[config.mk]
export PLATFORM = sky130hd
export DESIGN_NAME = ascon_core
export DESIGN_NICKNAME = d
export VERILOG_FILES = /design/src/hw/ascon_pkg.sv /design/src/hw/ascon_core.sv /design/src/hw/ascon_state.sv /design/src/hw/ascon_sequencer.sv /design/src/hw/ascon_absorb.sv /design/src/hw/ascon_round.sv
export SDC_FILE = /design/constraint.sdc
export NUM_CORES = 2
export LEC_CHECK = 0
export BUFFER_PORTS_ARGS = -buffer_cell sky130_fd_sc_hd__buf_2
export CORE_AREA = 8 8 306 308
export DETAILED_ROUTE_END_ITERATION = 12
export DIE_AREA = 0 0 314 316
export GPL_TIMING_DRIVEN = 0
export PLACE_DENSITY = 0.76
export REMOVE_ABC_BUFFERS = 1
export SLEW_MARGIN = 10
export SYNTH_ARGS = -nofsm -noshare
export SYNTH_HDL_FRONTEND = slang
export SYNTH_SLANG_ARGS = --single-unit
[constraint.sdc]
create_clock -name clk -period 13.6 [get_ports clk]
set_input_delay 2.72 -clock clk [delete_from_list [all_inputs] [get_ports clk]]
set_output_delay 2.72 -clock clk [all_outputs]
set_load 0.01 [all_outputs]
[src/hw/ascon_pkg.sv]
// Shared widths, round counts, linear-layer rotations and round constants
// for the one-round-per-cycle Ascon datapath
`default_nettype none

package ascon_pkg;

    // ------------------------------
    // Widths
    localparam int WORD_SIZE         = 64;
    localparam int COL_SIZE          = 5;
    localparam int STATE_WIDTH       = WORD_SIZE * COL_SIZE;
    localparam int BLOCK_WIDTH       = 128;
    localparam int VALID_BYTES_WIDTH = 4;

    // ------------------------------
    // Round counts
    localparam int ROUNDS_A        = 12;
    localparam int ROUNDS_B        = 8;
    localparam int ROUND_IDX_WIDTH = 4;

    // 12-round runs start at 0, 8-round runs at 4, both end at 11
    localparam logic [ROUND_IDX_WIDTH-1:0] IDX_START_A = '0;
    localparam logic [ROUND_IDX_WIDTH-1:0] IDX_START_B = ROUND_IDX_WIDTH'(ROUNDS_A - ROUNDS_B);
    localparam logic [ROUND_IDX_WIDTH-1:0] IDX_LAST    = ROUND_IDX_WIDTH'(ROUNDS_A - 1);

    // Linear diffusion, one pair of right rotations per word
    localparam int ROT_A [COL_SIZE] = '{19, 61, 1, 10, 7};
    localparam int ROT_B [COL_SIZE] = '{28, 39, 6, 17, 41};

    // Domain separation flips this bit of x4 after the last data block
    localparam int DOMAIN_BIT = 63;

    // ------------------------------
    // Run phase, held by the sequencer for a whole run
    typedef enum logic [1:0] {
        PH_IDLE  = 2'd0,
        PH_INIT  = 2'd1,
        PH_DATA  = 2'd2,
        PH_FINAL = 2'd3
    } phase_t;

    // Byte XORed into the low end of x2 in round r
    function automatic logic [7:0] round_constant(input logic [ROUND_IDX_WIDTH-1:0] r);
        logic [7:0] r_ext;
        r_ext = {{(8 - ROUND_IDX_WIDTH){1'b0}}, r};
        return 8'hF0 - (8'h0F * r_ext);
    endfunction

endpackage

`default_nettype wire
[src/hw/ascon_core.sv]
// Ascon core top: sequencer, state, round and absorb blocks
`timescale 1ns/1ps
`default_nettype none

module ascon_core (
    input  wire logic                                    clk,
    input  wire logic                                    reset_n_lfsr,
    input  wire logic [ascon_pkg::WORD_SIZE-1:0]         i_key1,
    input  wire logic [ascon_pkg::WORD_SIZE-1:0]         i_key2,
    input  wire logic [ascon_pkg::WORD_SIZE-1:0]         i_nonce1,
    input  wire logic [ascon_pkg::WORD_SIZE-1:0]         i_nonce2,
    input  wire logic [ascon_pkg::WORD_SIZE-1:0]         i_iv,
    input  wire logic [ascon_pkg::BLOCK_WIDTH-1:0]       i_data,
    input  wire logic [ascon_pkg::VALID_BYTES_WIDTH-1:0] i_valid_bytes,
    input  wire logic                                    i_last,
    input  wire logic                                    i_init,
    input  wire logic                                    i_absorb,
    input  wire logic                                    i_final,
    output logic      [ascon_pkg::BLOCK_WIDTH-1:0]       o_ciphertext,
    output logic      [ascon_pkg::BLOCK_WIDTH-1:0]       o_tag,
    output logic                                         o_busy,
    output logic                                         o_done
);

    ascon_pkg::phase_t                        phase;
    logic                                     last_block;
    logic                                     load_init;
    logic                                     load_data;
    logic                                     load_final;
    logic                                     round_en;
    logic [ascon_pkg::ROUND_IDX_WIDTH-1:0]    round_idx;
    logic                                     last_round;
    logic [ascon_pkg::STATE_WIDTH-1:0]        state;
    logic [ascon_pkg::STATE_WIDTH-1:0]        round_state;
    logic [ascon_pkg::WORD_SIZE-1:0]          abs_x0;
    logic [ascon_pkg::WORD_SIZE-1:0]          abs_x1;
    logic [ascon_pkg::BLOCK_WIDTH-1:0]        ciphertext;

    ascon_sequencer u_sequencer (
        .clk          (clk),
        .reset_n_lfsr (reset_n_lfsr),
        .i_init       (i_init),
        .i_absorb     (i_absorb),
        .i_final      (i_final),
        .i_last       (i_last),
        .o_phase      (phase),
        .o_last_block (last_block),
        .o_load_init  (load_init),
        .o_load_data  (load_data),
        .o_load_final (load_final),
        .o_round_en   (round_en),
        .o_round_idx  (round_idx),
        .o_last_round (last_round),
        .o_busy       (o_busy),
        .o_done       (o_done)
    );

    ascon_state u_state (
        .clk           (clk),
        .reset_n_lfsr  (reset_n_lfsr),
        .i_key1        (i_key1),
        .i_key2        (i_key2),
        .i_nonce1      (i_nonce1),
        .i_nonce2      (i_nonce2),
        .i_iv          (i_iv),
        .i_phase       (phase),
        .i_last_block  (last_block),
        .i_load_init   (load_init),
        .i_load_data   (load_data),
        .i_load_final  (load_final),
        .i_round_en    (round_en),
        .i_last_round  (last_round),
        .i_round_state (round_state),
        .i_abs_x0      (abs_x0),
        .i_abs_x1      (abs_x1),
        .i_ciphertext  (ciphertext),
        .o_state       (state),
        .o_ciphertext  (o_ciphertext),
        .o_tag         (o_tag)
    );

    ascon_round u_round (
        .i_state     (state),
        .i_round_idx (round_idx),
        .o_state     (round_state)
    );

    // Padding uses the last flag captured with the absorb command
    ascon_absorb u_absorb (
        .i_data        (i_data),
        .i_valid_bytes (i_valid_bytes),
        .i_last        (last_block),
        .i_x0          (state[0 +: ascon_pkg::WORD_SIZE]),
        .i_x1          (state[ascon_pkg::WORD_SIZE +: ascon_pkg::WORD_SIZE]),
        .o_x0          (abs_x0),
        .o_x1          (abs_x1),
        .o_ciphertext  (ciphertext)
    );

endmodule

`default_nettype wire

[src/hw/ascon_state.sv]
// State register, key registers, load/round input select,
// last-round key and domain injection, ciphertext and tag registers
`timescale 1ns/1ps
`default_nettype none

module ascon_state (
    input  wire logic                              clk,
    input  wire logic                              reset_n_lfsr,
    input  wire logic [ascon_pkg::WORD_SIZE-1:0]   i_key1,
    input  wire logic [ascon_pkg::WORD_SIZE-1:0]   i_key2,
    input  wire logic [ascon_pkg::WORD_SIZE-1:0]   i_nonce1,
    input  wire logic [ascon_pkg::WORD_SIZE-1:0]   i_nonce2,
    input  wire logic [ascon_pkg::WORD_SIZE-1:0]   i_iv,
    input  ascon_pkg::phase_t                      i_phase,
    input  wire logic                              i_last_block,
    input  wire logic                              i_load_init,
    input  wire logic                              i_load_data,
    input  wire logic                              i_load_final,
    input  wire logic                              i_round_en,
    input  wire logic                              i_last_round,
    input  wire logic [ascon_pkg::STATE_WIDTH-1:0] i_round_state,
    input  wire logic [ascon_pkg::WORD_SIZE-1:0]   i_abs_x0,
    input  wire logic [ascon_pkg::WORD_SIZE-1:0]   i_abs_x1,
    input  wire logic [ascon_pkg::BLOCK_WIDTH-1:0] i_ciphertext,
    output logic      [ascon_pkg::STATE_WIDTH-1:0] o_state,
    output logic      [ascon_pkg::BLOCK_WIDTH-1:0] o_ciphertext,
    output logic      [ascon_pkg::BLOCK_WIDTH-1:0] o_tag
);

    localparam int W = ascon_pkg::WORD_SIZE;

    logic [W-1:0]                      key1_q;
    logic [W-1:0]                      key2_q;
    logic [ascon_pkg::STATE_WIDTH-1:0] round_next;
    logic                              tag_en;

    // ------------------------------
    // Round output with last-round injections
    always_comb begin
        round_next = i_round_state;
        if (i_last_round) begin
            case (i_phase)
                ascon_pkg::PH_INIT: begin
                    round_next[3*W +: W] = i_round_state[3*W +: W] ^ key1_q;
                    round_next[4*W +: W] = i_round_state[4*W +: W] ^ key2_q;
                end
                ascon_pkg::PH_DATA: begin
                    if (i_last_block) begin
                        round_next[4*W + ascon_pkg::DOMAIN_BIT] =
                            ~i_round_state[4*W + ascon_pkg::DOMAIN_BIT];
                    end
                end
                default: begin
                end
            endcase
        end
    end

    // ------------------------------
    // State register
    always_ff @(posedge clk or negedge reset_n_lfsr) begin
        if (!reset_n_lfsr) begin
            o_state <= '0;
        end else if (i_load_init) begin
            o_state <= {i_nonce2, i_nonce1, i_key2, i_key1, i_iv};
        end else if (i_load_data) begin
            o_state <= {o_state[2*W +: 3*W], i_abs_x1, i_abs_x0};
        end else if (i_load_final) begin
            // Key enters x2/x3 before finalization
            o_state <= {o_state[4*W +: W],
                        o_state[3*W +: W] ^ key2_q,
                        o_state[2*W +: W] ^ key1_q,
                        o_state[0 +: 2*W]};
        end else if (i_round_en) begin
            o_state <= round_next;
        end
    end

    assign tag_en = i_round_en & i_last_round & (i_phase == ascon_pkg::PH_FINAL);

    always_ff @(posedge clk) begin
        if (i_load_init) begin
            key1_q <= i_key1;
            key2_q <= i_key2;
        end
        if (i_load_data) begin
            o_ciphertext <= i_ciphertext;
        end
        if (tag_en) begin
            o_tag <= {i_round_state[4*W +: W] ^ key2_q, i_round_state[3*W +: W] ^ key1_q};
        end
    end

endmodule

`default_nettype wire

[src/hw/ascon_sequencer.sv]
// Round sequencer: command accept, phase, round counter, busy and done
`timescale 1ns/1ps
`default_nettype none

module ascon_sequencer (
    input  wire logic                                clk,
    input  wire logic                                reset_n_lfsr,
    input  wire logic                                i_init,
    input  wire logic                                i_absorb,
    input  wire logic                                i_final,
    input  wire logic                                i_last,
    output ascon_pkg::phase_t                        o_phase,
    output logic                                     o_last_block,
    output logic                                     o_load_init,
    output logic                                     o_load_data,
    output logic                                     o_load_final,
    output logic                                     o_round_en,
    output logic [ascon_pkg::ROUND_IDX_WIDTH-1:0]    o_round_idx,
    output logic                                     o_last_round,
    output logic                                     o_busy,
    output logic                                     o_done
);

    logic load_any;

    assign load_any = o_load_init | o_load_data | o_load_final;

    always_ff @(posedge clk or negedge reset_n_lfsr) begin
        if (!reset_n_lfsr) begin
            o_phase      <= ascon_pkg::PH_IDLE;
            o_last_block <= 1'b0;
            o_load_init  <= 1'b0;
            o_load_data  <= 1'b0;
            o_load_final <= 1'b0;
            o_round_en   <= 1'b0;
            o_round_idx  <= '0;
            o_busy       <= 1'b0;
        end else begin
            o_load_init  <= 1'b0;
            o_load_data  <= 1'b0;
            o_load_final <= 1'b0;

            // Commands only count while idle
            if (!o_busy) begin
                if (i_init) begin
                    o_busy       <= 1'b1;
                    o_phase      <= ascon_pkg::PH_INIT;
                    o_last_block <= 1'b0;
                    o_load_init  <= 1'b1;
                end else if (i_absorb) begin
                    o_busy       <= 1'b1;
                    o_phase      <= ascon_pkg::PH_DATA;
                    o_last_block <= i_last;
                    o_load_data  <= 1'b1;
                end else if (i_final) begin
                    o_busy       <= 1'b1;
                    o_phase      <= ascon_pkg::PH_FINAL;
                    o_last_block <= 1'b0;
                    o_load_final <= 1'b1;
                end
            end

            // Rounds follow the load edge back to back
            if (load_any) begin
                o_round_en  <= 1'b1;
                o_round_idx <= (o_phase == ascon_pkg::PH_DATA) ?
                               ascon_pkg::IDX_START_B : ascon_pkg::IDX_START_A;
            end else if (o_round_en) begin
                if (o_last_round) begin
                    o_round_en <= 1'b0;
                    o_busy     <= 1'b0;
                    o_phase    <= ascon_pkg::PH_IDLE;
                end else begin
                    o_round_idx <= o_round_idx + 1'b1;
                end
            end
        end
    end

    assign o_last_round = (o_round_idx == ascon_pkg::IDX_LAST);
    assign o_done       = o_round_en & o_last_round;

endmodule

`default_nettype wire

[src/hw/ascon_absorb.sv]
// Block absorption: 10* padding, byte reversal per half, XOR into x0/x1
`timescale 1ns/1ps
`default_nettype none

module ascon_absorb (
    input  wire logic [ascon_pkg::BLOCK_WIDTH-1:0]       i_data,
    input  wire logic [ascon_pkg::VALID_BYTES_WIDTH-1:0] i_valid_bytes,
    input  wire logic                                    i_last,
    input  wire logic [ascon_pkg::WORD_SIZE-1:0]         i_x0,
    input  wire logic [ascon_pkg::WORD_SIZE-1:0]         i_x1,
    output logic      [ascon_pkg::WORD_SIZE-1:0]         o_x0,
    output logic      [ascon_pkg::WORD_SIZE-1:0]         o_x1,
    output logic      [ascon_pkg::BLOCK_WIDTH-1:0]       o_ciphertext
);

    logic [ascon_pkg::BLOCK_WIDTH-1:0] padded;
    logic [ascon_pkg::BLOCK_WIDTH-1:0] reversed;

    // Byte 0 is the MSB byte of i_data
    for (genvar i = 0; i < ascon_pkg::BLOCK_WIDTH / 8; i++) begin : g_pad
        always_comb begin
            if (!i_last || (i_valid_bytes > ascon_pkg::VALID_BYTES_WIDTH'(i))) begin
                padded[ascon_pkg::BLOCK_WIDTH-1-8*i -: 8] =
                    i_data[ascon_pkg::BLOCK_WIDTH-1-8*i -: 8];
            end else if (i_valid_bytes == ascon_pkg::VALID_BYTES_WIDTH'(i)) begin
                padded[ascon_pkg::BLOCK_WIDTH-1-8*i -: 8] = 8'h01;
            end else begin
                padded[ascon_pkg::BLOCK_WIDTH-1-8*i -: 8] = 8'h00;
            end
        end
    end

    // Little-endian word load, bytes swap inside each 64-bit half
    for (genvar j = 0; j < ascon_pkg::WORD_SIZE / 8; j++) begin : g_rev
        assign reversed[ascon_pkg::WORD_SIZE + 8*j +: 8] =
            padded[ascon_pkg::WORD_SIZE + 8*(7-j) +: 8];
        assign reversed[8*j +: 8] = padded[8*(7-j) +: 8];
    end

    assign o_x0 = i_x0 ^ reversed[ascon_pkg::WORD_SIZE +: ascon_pkg::WORD_SIZE];
    assign o_x1 = i_x1 ^ reversed[0 +: ascon_pkg::WORD_SIZE];

    assign o_ciphertext = {o_x1, o_x0};

endmodule

`default_nettype wire

[src/hw/ascon_round.sv]
// One full Ascon round: constant addition, substitution layer and
// linear diffusion over the five 64-bit words
`timescale 1ns/1ps
`default_nettype none

module ascon_round (
    input  wire logic [ascon_pkg::STATE_WIDTH-1:0]     i_state,
    input  wire logic [ascon_pkg::ROUND_IDX_WIDTH-1:0] i_round_idx,
    output logic      [ascon_pkg::STATE_WIDTH-1:0]     o_state
);

    logic [ascon_pkg::WORD_SIZE-1:0] x_rc  [ascon_pkg::COL_SIZE];
    logic [ascon_pkg::WORD_SIZE-1:0] x_af1 [ascon_pkg::COL_SIZE];
    logic [ascon_pkg::WORD_SIZE-1:0] x_chi [ascon_pkg::COL_SIZE];
    logic [ascon_pkg::WORD_SIZE-1:0] x_af2 [ascon_pkg::COL_SIZE];
    logic [ascon_pkg::WORD_SIZE-1:0] x_ld  [ascon_pkg::COL_SIZE];

    function automatic logic [ascon_pkg::WORD_SIZE-1:0] rotr(
        input logic [ascon_pkg::WORD_SIZE-1:0] x,
        input int                              n
    );
        return (x >> n) | (x << (ascon_pkg::WORD_SIZE - n));
    endfunction

    // ------------------------------
    // Constant addition into the low byte of x2
    always_comb begin
        for (int i = 0; i < ascon_pkg::COL_SIZE; i++) begin
            x_rc[i] = i_state[i*ascon_pkg::WORD_SIZE +: ascon_pkg::WORD_SIZE];
        end
        x_rc[2][7:0] = x_rc[2][7:0] ^ ascon_pkg::round_constant(i_round_idx);
    end

    // ------------------------------
    // Bitsliced S-box: affine, chi, affine
    always_comb begin
        x_af1[0] = x_rc[0] ^ x_rc[4];
        x_af1[1] = x_rc[1];
        x_af1[2] = x_rc[2] ^ x_rc[1];
        x_af1[3] = x_rc[3];
        x_af1[4] = x_rc[4] ^ x_rc[3];
    end

    for (genvar i = 0; i < ascon_pkg::COL_SIZE; i++) begin : g_chi
        assign x_chi[i] = x_af1[i]
                        ^ (~x_af1[(i + 1) % ascon_pkg::COL_SIZE]
                           & x_af1[(i + 2) % ascon_pkg::COL_SIZE]);
    end

    // x2 comes out inverted, the complement from chi is folded in here
    always_comb begin
        x_af2[0] = x_chi[0] ^ x_chi[4];
        x_af2[1] = x_chi[1] ^ x_chi[0];
        x_af2[2] = ~x_chi[2];
        x_af2[3] = x_chi[3] ^ x_chi[2];
        x_af2[4] = x_chi[4];
    end

    // ------------------------------
    // Linear diffusion
    for (genvar i = 0; i < ascon_pkg::COL_SIZE; i++) begin : g_diff
        assign x_ld[i] = x_af2[i]
                       ^ rotr(x_af2[i], ascon_pkg::ROT_A[i])
                       ^ rotr(x_af2[i], ascon_pkg::ROT_B[i]);
        assign o_state[i*ascon_pkg::WORD_SIZE +: ascon_pkg::WORD_SIZE] = x_ld[i];
    end

endmodule

`default_nettype wire

Word level (Yosys, flattened, before mapping)
Index checks and enable logic that the tools add are counted.

Bits of input ports: 458. Output and inout bits: 258. Bits in registers: 716. Word-level logic and storage cells: 212.

Mux-type cells: 72. Add/sub/neg operators: 2. Magnitude comparators: 16. Multiply operators: 1. Reduce and logical (&&, ||, !) cells: 28. Bitwise logic cells: 55. Equal/unequal tests: 23.

Operators by type and width (count): $xor 64x64->64 (27); $mux 320 (4); $not 64->64 (6); $and 64x64->64 (5); $mux 128 (1); $mux 8 (16); $mux 127 (1); $or 23x64->64 (1); $or 25x64->64 (1); $or 3x64->64 (1); $or 36x64->64 (1); $or 45x64->64 (1); $or 47x64->64 (1); $or 54x64->64 (1); $or 57x64->64 (1); $or 58x64->64 (1); $or 63x64->64 (1); $mux 1 (38); $eq 4x4->1 const B (9); $gt 4x4->1 const B (8); $eq 4x3->1 const B (4); $gt 4x3->1 const B (4); $logic_or 1x1->1 (16); $mux 2 (7); other kinds (25) (41).

Longest topological paths before layout
Word-level depth: 16. Gate-level depth with buffers: 19. Gate-level depth less buffers: 19.

By module
A second synthesis with hierarchy kept.

Cells, all modules: 5196. Area, all modules: 51338.0 um2.

Modules (own cells, without submodules): ascon_state (sequential area each 19538.7 um2, cells an instance 2996, area an instance 32926.6 um2, instances 1); ascon_round (sequential area each 0.0 um2, cells an instance 1708, area an instance 14940.6 um2, instances 1); ascon_absorb (sequential area each 0.0 um2, cells an instance 442, area an instance 2930.3 um2, instances 1); ascon_sequencer (sequential area each 300.3 um2, cells an instance 50, area an instance 540.5 um2, instances 1).

Worst setup path after synthesis
Ideal clock, no wire load.

Path type: register to register. From: register u_sequencer.o_load_init. To: register u_state.o_state[245] (netlist name). Slack: 8241 ps. Data required time: 13496 ps. Arrival: 5255 ps. Buffers on the path: 3. Clock period less this slack: 5359 ps. Stages on the path, launching flop included: 8. Library setup time: 104 ps. Cells stage by stage: dfrtp_1 -> clkinv_1 -> clkbuf_1 -> nand2_1 -> clkbuf_1 -> clkbuf_1 -> o22ai_1 -> a221oi_1.

Cells in the longest elaborated chain, start to end: 2. Elaborated cells on any way between the ends: 4. Classes of those cells: 1 x eq/ne; 1 x mux; 2 x reduce/logical.

RTL lines: from (decl) (line ascon_sequencer.sv:14) `output logic o_load_init,`; from (signal assigned) (line ascon_sequencer.sv:32) `o_load_init <= 1'b0;`; from (signal assigned) (line ascon_sequencer.sv:39) `o_load_init <= 1'b0;`; from (signal assigned) (line ascon_sequencer.sv:49) `o_load_init <= 1'b1;`; $ne 2x1->1 (no line) / $reduce_bool 3->1 (equally long branches); $reduce_and 2->1 (no line); to (signal assigned) (line ascon_state.sv:65) `o_state <= {i_nonce2, i_nonce1, i_key2, i_key1, i_iv};`; to (signal assigned) (line ascon_state.sv:67) `o_state <= {o_state[2*W +: 3*W], i_abs_x1, i_abs_x0};`; to (signal assigned) (line ascon_state.sv:70) `o_state <= {o_state[4*W +: W],`; to (decl) (line ascon_state.sv:25) `output logic [ascon_pkg::STATE_WIDTH-1:0] o_state,`.

Parallel ways exist; a longest one is shown, timed or not. A chain may end at the register's enable or synchronous reset.

Worst setup path after layout
From: input port i_valid_bytes[2] (netlist name). To: register u_state.o_state[8] (netlist name).

Cells in the longest elaborated chain, start to end: 6. Elaborated cells on any way between the ends: 8. Classes of those cells: 1 x order compare; 1 x eq/ne; 4 x mux; 1 x bitwise; 1 x reduce/logical.

RTL lines: from (decl) (line ascon_core.sv:14) `input wire logic [ascon_pkg::VALID_BYTES_WIDTH-1:0] i_valid_bytes,`; $gt 4x1->1 / $eq 4x1->1 (equally long branches) (line ascon_absorb.sv:22, ascon_absorb.sv:25); $logic_or 1x1->1 / $mux 1 (equally long branches) (line ascon_absorb.sv:22, ascon_absorb.sv:25); $mux 8 * (line ascon_absorb.sv:22) `if (!i_last || (i_valid_bytes > ascon_pkg::VALID_BYTES_WIDTH'(i))) begin`; $xor 64x64->64 * (line ascon_absorb.sv:40) `assign o_x0 = i_x0 ^ reversed[ascon_pkg::WORD_SIZE +: ascon_pkg::WORD_SIZE];`; net abs_x0, one bit (line ascon_core.sv:35) `logic [ascon_pkg::WORD_SIZE-1:0] abs_x0;`; $mux 320 * (line ascon_state.sv:66) `end else if (i_load_data) begin`; $mux 320 * (line ascon_state.sv:64) `end else if (i_load_init) begin`.

The timed path passes the listed nets; every way through them passes the cells marked *. The select of a mux whose other input is x is not followed.

==> flow_metrics.tcl <==
set metrics [dict create \
    outcome "complete, but fails checks" \
    violations "max-capacitance violations, max-slew violations" \
    synth-edff-count 384 \
    fillers 7399 \
    rows 110 \
    synth_area_sq_mm 0.0476 \
    clockBufferDepth 3 \
    die_w_um 314 \
    vias_per_cell 6.43 \
    fin_skew_ns 0.0345 \
    grt-ovfl-total 0 \
    place_ws_ns 7.21 \
    synthFlopType "edfxtp_1" \
    maxSlewViolCount 8 \
    ctsResizeCount 0 \
    vias 43200 \
    post-route-drc-count 0 \
    die-height_um 316 \
    reg2reg_setup_slack_ns 7.64 \
    wl_um 229000 \
    path_clk_slew_ns 0.07 \
    synth-seq-cells 716 \
    clock_latency_ns 0.68 \
    dieArea_sq_mm 0.0992 \
    cts_tree "built" \
    required_ns 14.21 \
    fin_crit_ns 6.03 \
    drt_first_pass_iters 6 \
    ys_async_sr_fraction 0.464 \
    period_share 0.444 \
    max-slew-margin-rel -0.0257 \
    synth.avg_cell_area_sq_um 9.97 \
    yosysSeqAreaShare 0.417 \
    routedWlPerCell_um 34.2 \
    final_hold_viol_count 0 \
    end_kind "register" \
    grtUsageTotal 0.445 \
    max_freq_mhz 166 \
    cp.arrival_ns 6.64 \
    timing.hold.ws_ns 0.563 \
    nets 6036 \
    setup_violations 0 \
    globalplace.congestion 1.07 \
    cts_buffers 82 \
    core_sq_mm 0.0890 \
    grt_pass1_vias 41300 \
    io_pins 716 \
    initial_core_util 0.535 \
    rsz0062_at_grt "no" \
    drtAntennaViolNets 0 \
    area_growth_pct 18.9 \
    hold_path.class "register to register" \
    path_max_fanout 15 \
    htreeDepth 3 \
    worstSetupStartpointType "input port" \
    worstMarginPinSlew_ns 1.53 \
    yosys_warnings 0 \
    final_cell_mix "xnor2_1, buf_2, nand2_1, edfxtp_1, o21ai_0" \
    antenna_found_initial 55 \
    grt_pass1_wl_um 314000 \
    dpl.hpwl_um 177000 \
    synth_cells 4776 \
    clkSinkCount 716 \
    cap_violations 3 \
    postCtsSetupBuffers 0 \
    cts_root_buf "clkbuf_16" \
    layout_commonest_cell "xnor2_1" \
    io_buffer_count 715 \
    grt_max_degree 74 \
    fin_setup_tns_ns 0 \
    synth.distinct_cells 56 \
    drt_first_iter_violations 6995 \
    drive_gt1_frac 0.176 \
    fin_ws_ns 7.57 \
    critical_path_class "input port to register" \
    postCtsHoldBufs 0 \
]
cell usage after synthesis, drive strengths merged, types with 8 or more instances:
| cell | count | area (sq um) |
|---|---|---|
| buf | 10 | 63.8 |
| and2 | 8 | 50.1 |
| nand2 | 563 | 2110 |
| ha | 147 | 1840 |
| xor2 | 183 | 1600 |
| maj3 | 29 | 290 |
| o22ai | 106 | 663 |
| nor2 | 191 | 717 |
| nor2b | 18 | 113 |
| edfxtp | 384 | 11500 |
| a21oi | 183 | 916 |
| mux2i | 9 | 90.1 |
| inv | 186 | 698 |
| o31ai | 11 | 82.6 |
| a221oi | 133 | 1170 |
| xnor2 | 1421 | 12500 |
| o21a | 12 | 90.1 |
| nand3 | 69 | 345 |
| o21ai | 344 | 1720 |
| clkbuf | 202 | 759 |
| a22oi | 129 | 968 |
| a222oi | 32 | 320 |
| dfrtp | 332 | 8310 |
kinds of logic (layout without fill, tap and decap cells):
group / after synthesis / in the layout / synth area share
xor gates and xnor gates: 1610 / 1610 / 0.299
AOI/OAI and AO/OA: 985 / 985 / 0.131
and+or+nand+nor: 878 / 878 / 0.0739
DFF: 716 / 716 / 0.417
buffers and inverters: 399 / 1121 / 0.0320
adders and majority gates: 179 / 179 / 0.0460
muxes: 9 / 9 / 0.00189
other: 0 / 38 / 0
layout make-up:
cell class | instances | area, sq um | share of cell area
tap | 1176 | 1470 | 0.0260
multi-input combinational | 3661 | 26500 | 0.468
sequential | 716 | 19900 | 0.351
clock inverter | 44 | 519 | 0.00917
timing repair buffer | 780 | 5120 | 0.0904
clock buffer | 110 | 2340 | 0.0413
antenna | 38 | 95.1 | 0.00168
inverter | 187 | 707 | 0.0125
critical path: stages:
cell and delay (ns):
buf_2 0.36, or3b_1 0.73, or2_1 1.16, mux2i_1 0.55, xnor2_1 0.72, a222oi_1 0.18, a21oi_1 0.18
sequential cells by signal, summed over array words and instances (netlist names), 2 cells and up:
signal	cells
u_sequencer.o_round_idx	4
u_sequencer.o_phase	2
u_state.o_ciphertext	128
u_state.key2_q	64
u_state.o_state	320
u_state.o_tag	128
u_state.key1_q	64
worst paths after layout:
path | start | end | depth (start not counted)
min reg2reg | u_state.o_state[130]$_DFFE_PN0P_ | u_state.o_state[130]$_DFFE_PN0P_ | 2
max reg2reg | u_sequencer.o_round_idx[0]$_DFFE_PN0P_ | u_state.o_state[249]$_DFFE_PN0P_ | 13
max in group asynchronous | reset_n_lfsr | u_state.o_state[252]$_DFFE_PN0P_ | 4
min | u_state.o_state[130]$_DFFE_PN0P_ | u_state.o_state[130]$_DFFE_PN0P_ | 2
min in group asynchronous | reset_n_lfsr | u_state.o_state[291]$_DFFE_PN0P_ | 1
max | i_valid_bytes[2] | u_state.o_state[8]$_DFFE_PN0P_ | 7
stage by stage:
stage | cells | util | instance area, sq um
after CTS | 6674 | 0.634 | 56500
after detailed placement | 6520 | 0.602 | 53600
after global placement | 6455 | 0.582 | 51800
after floorplan | 4564 | - | 46800
final | 6712 | 0.636 | 56600
after global routing | 6693 | 0.635 | 56600
layer usage:
metal  vias up  share of wire  track usage  routed length, um
met4        36          0.096        0.342              21900
met2      3732           0.42        0.644              95500
met5         -         0.0011            0                241
met3       901           0.14        0.157              33200
met1     20700           0.34        0.542              78500
li1      17800              -            -                  -
Power is left out: the tool's default activity adds up to more than one toggle a clock period on the data nets, which glitch-free logic cannot reach.
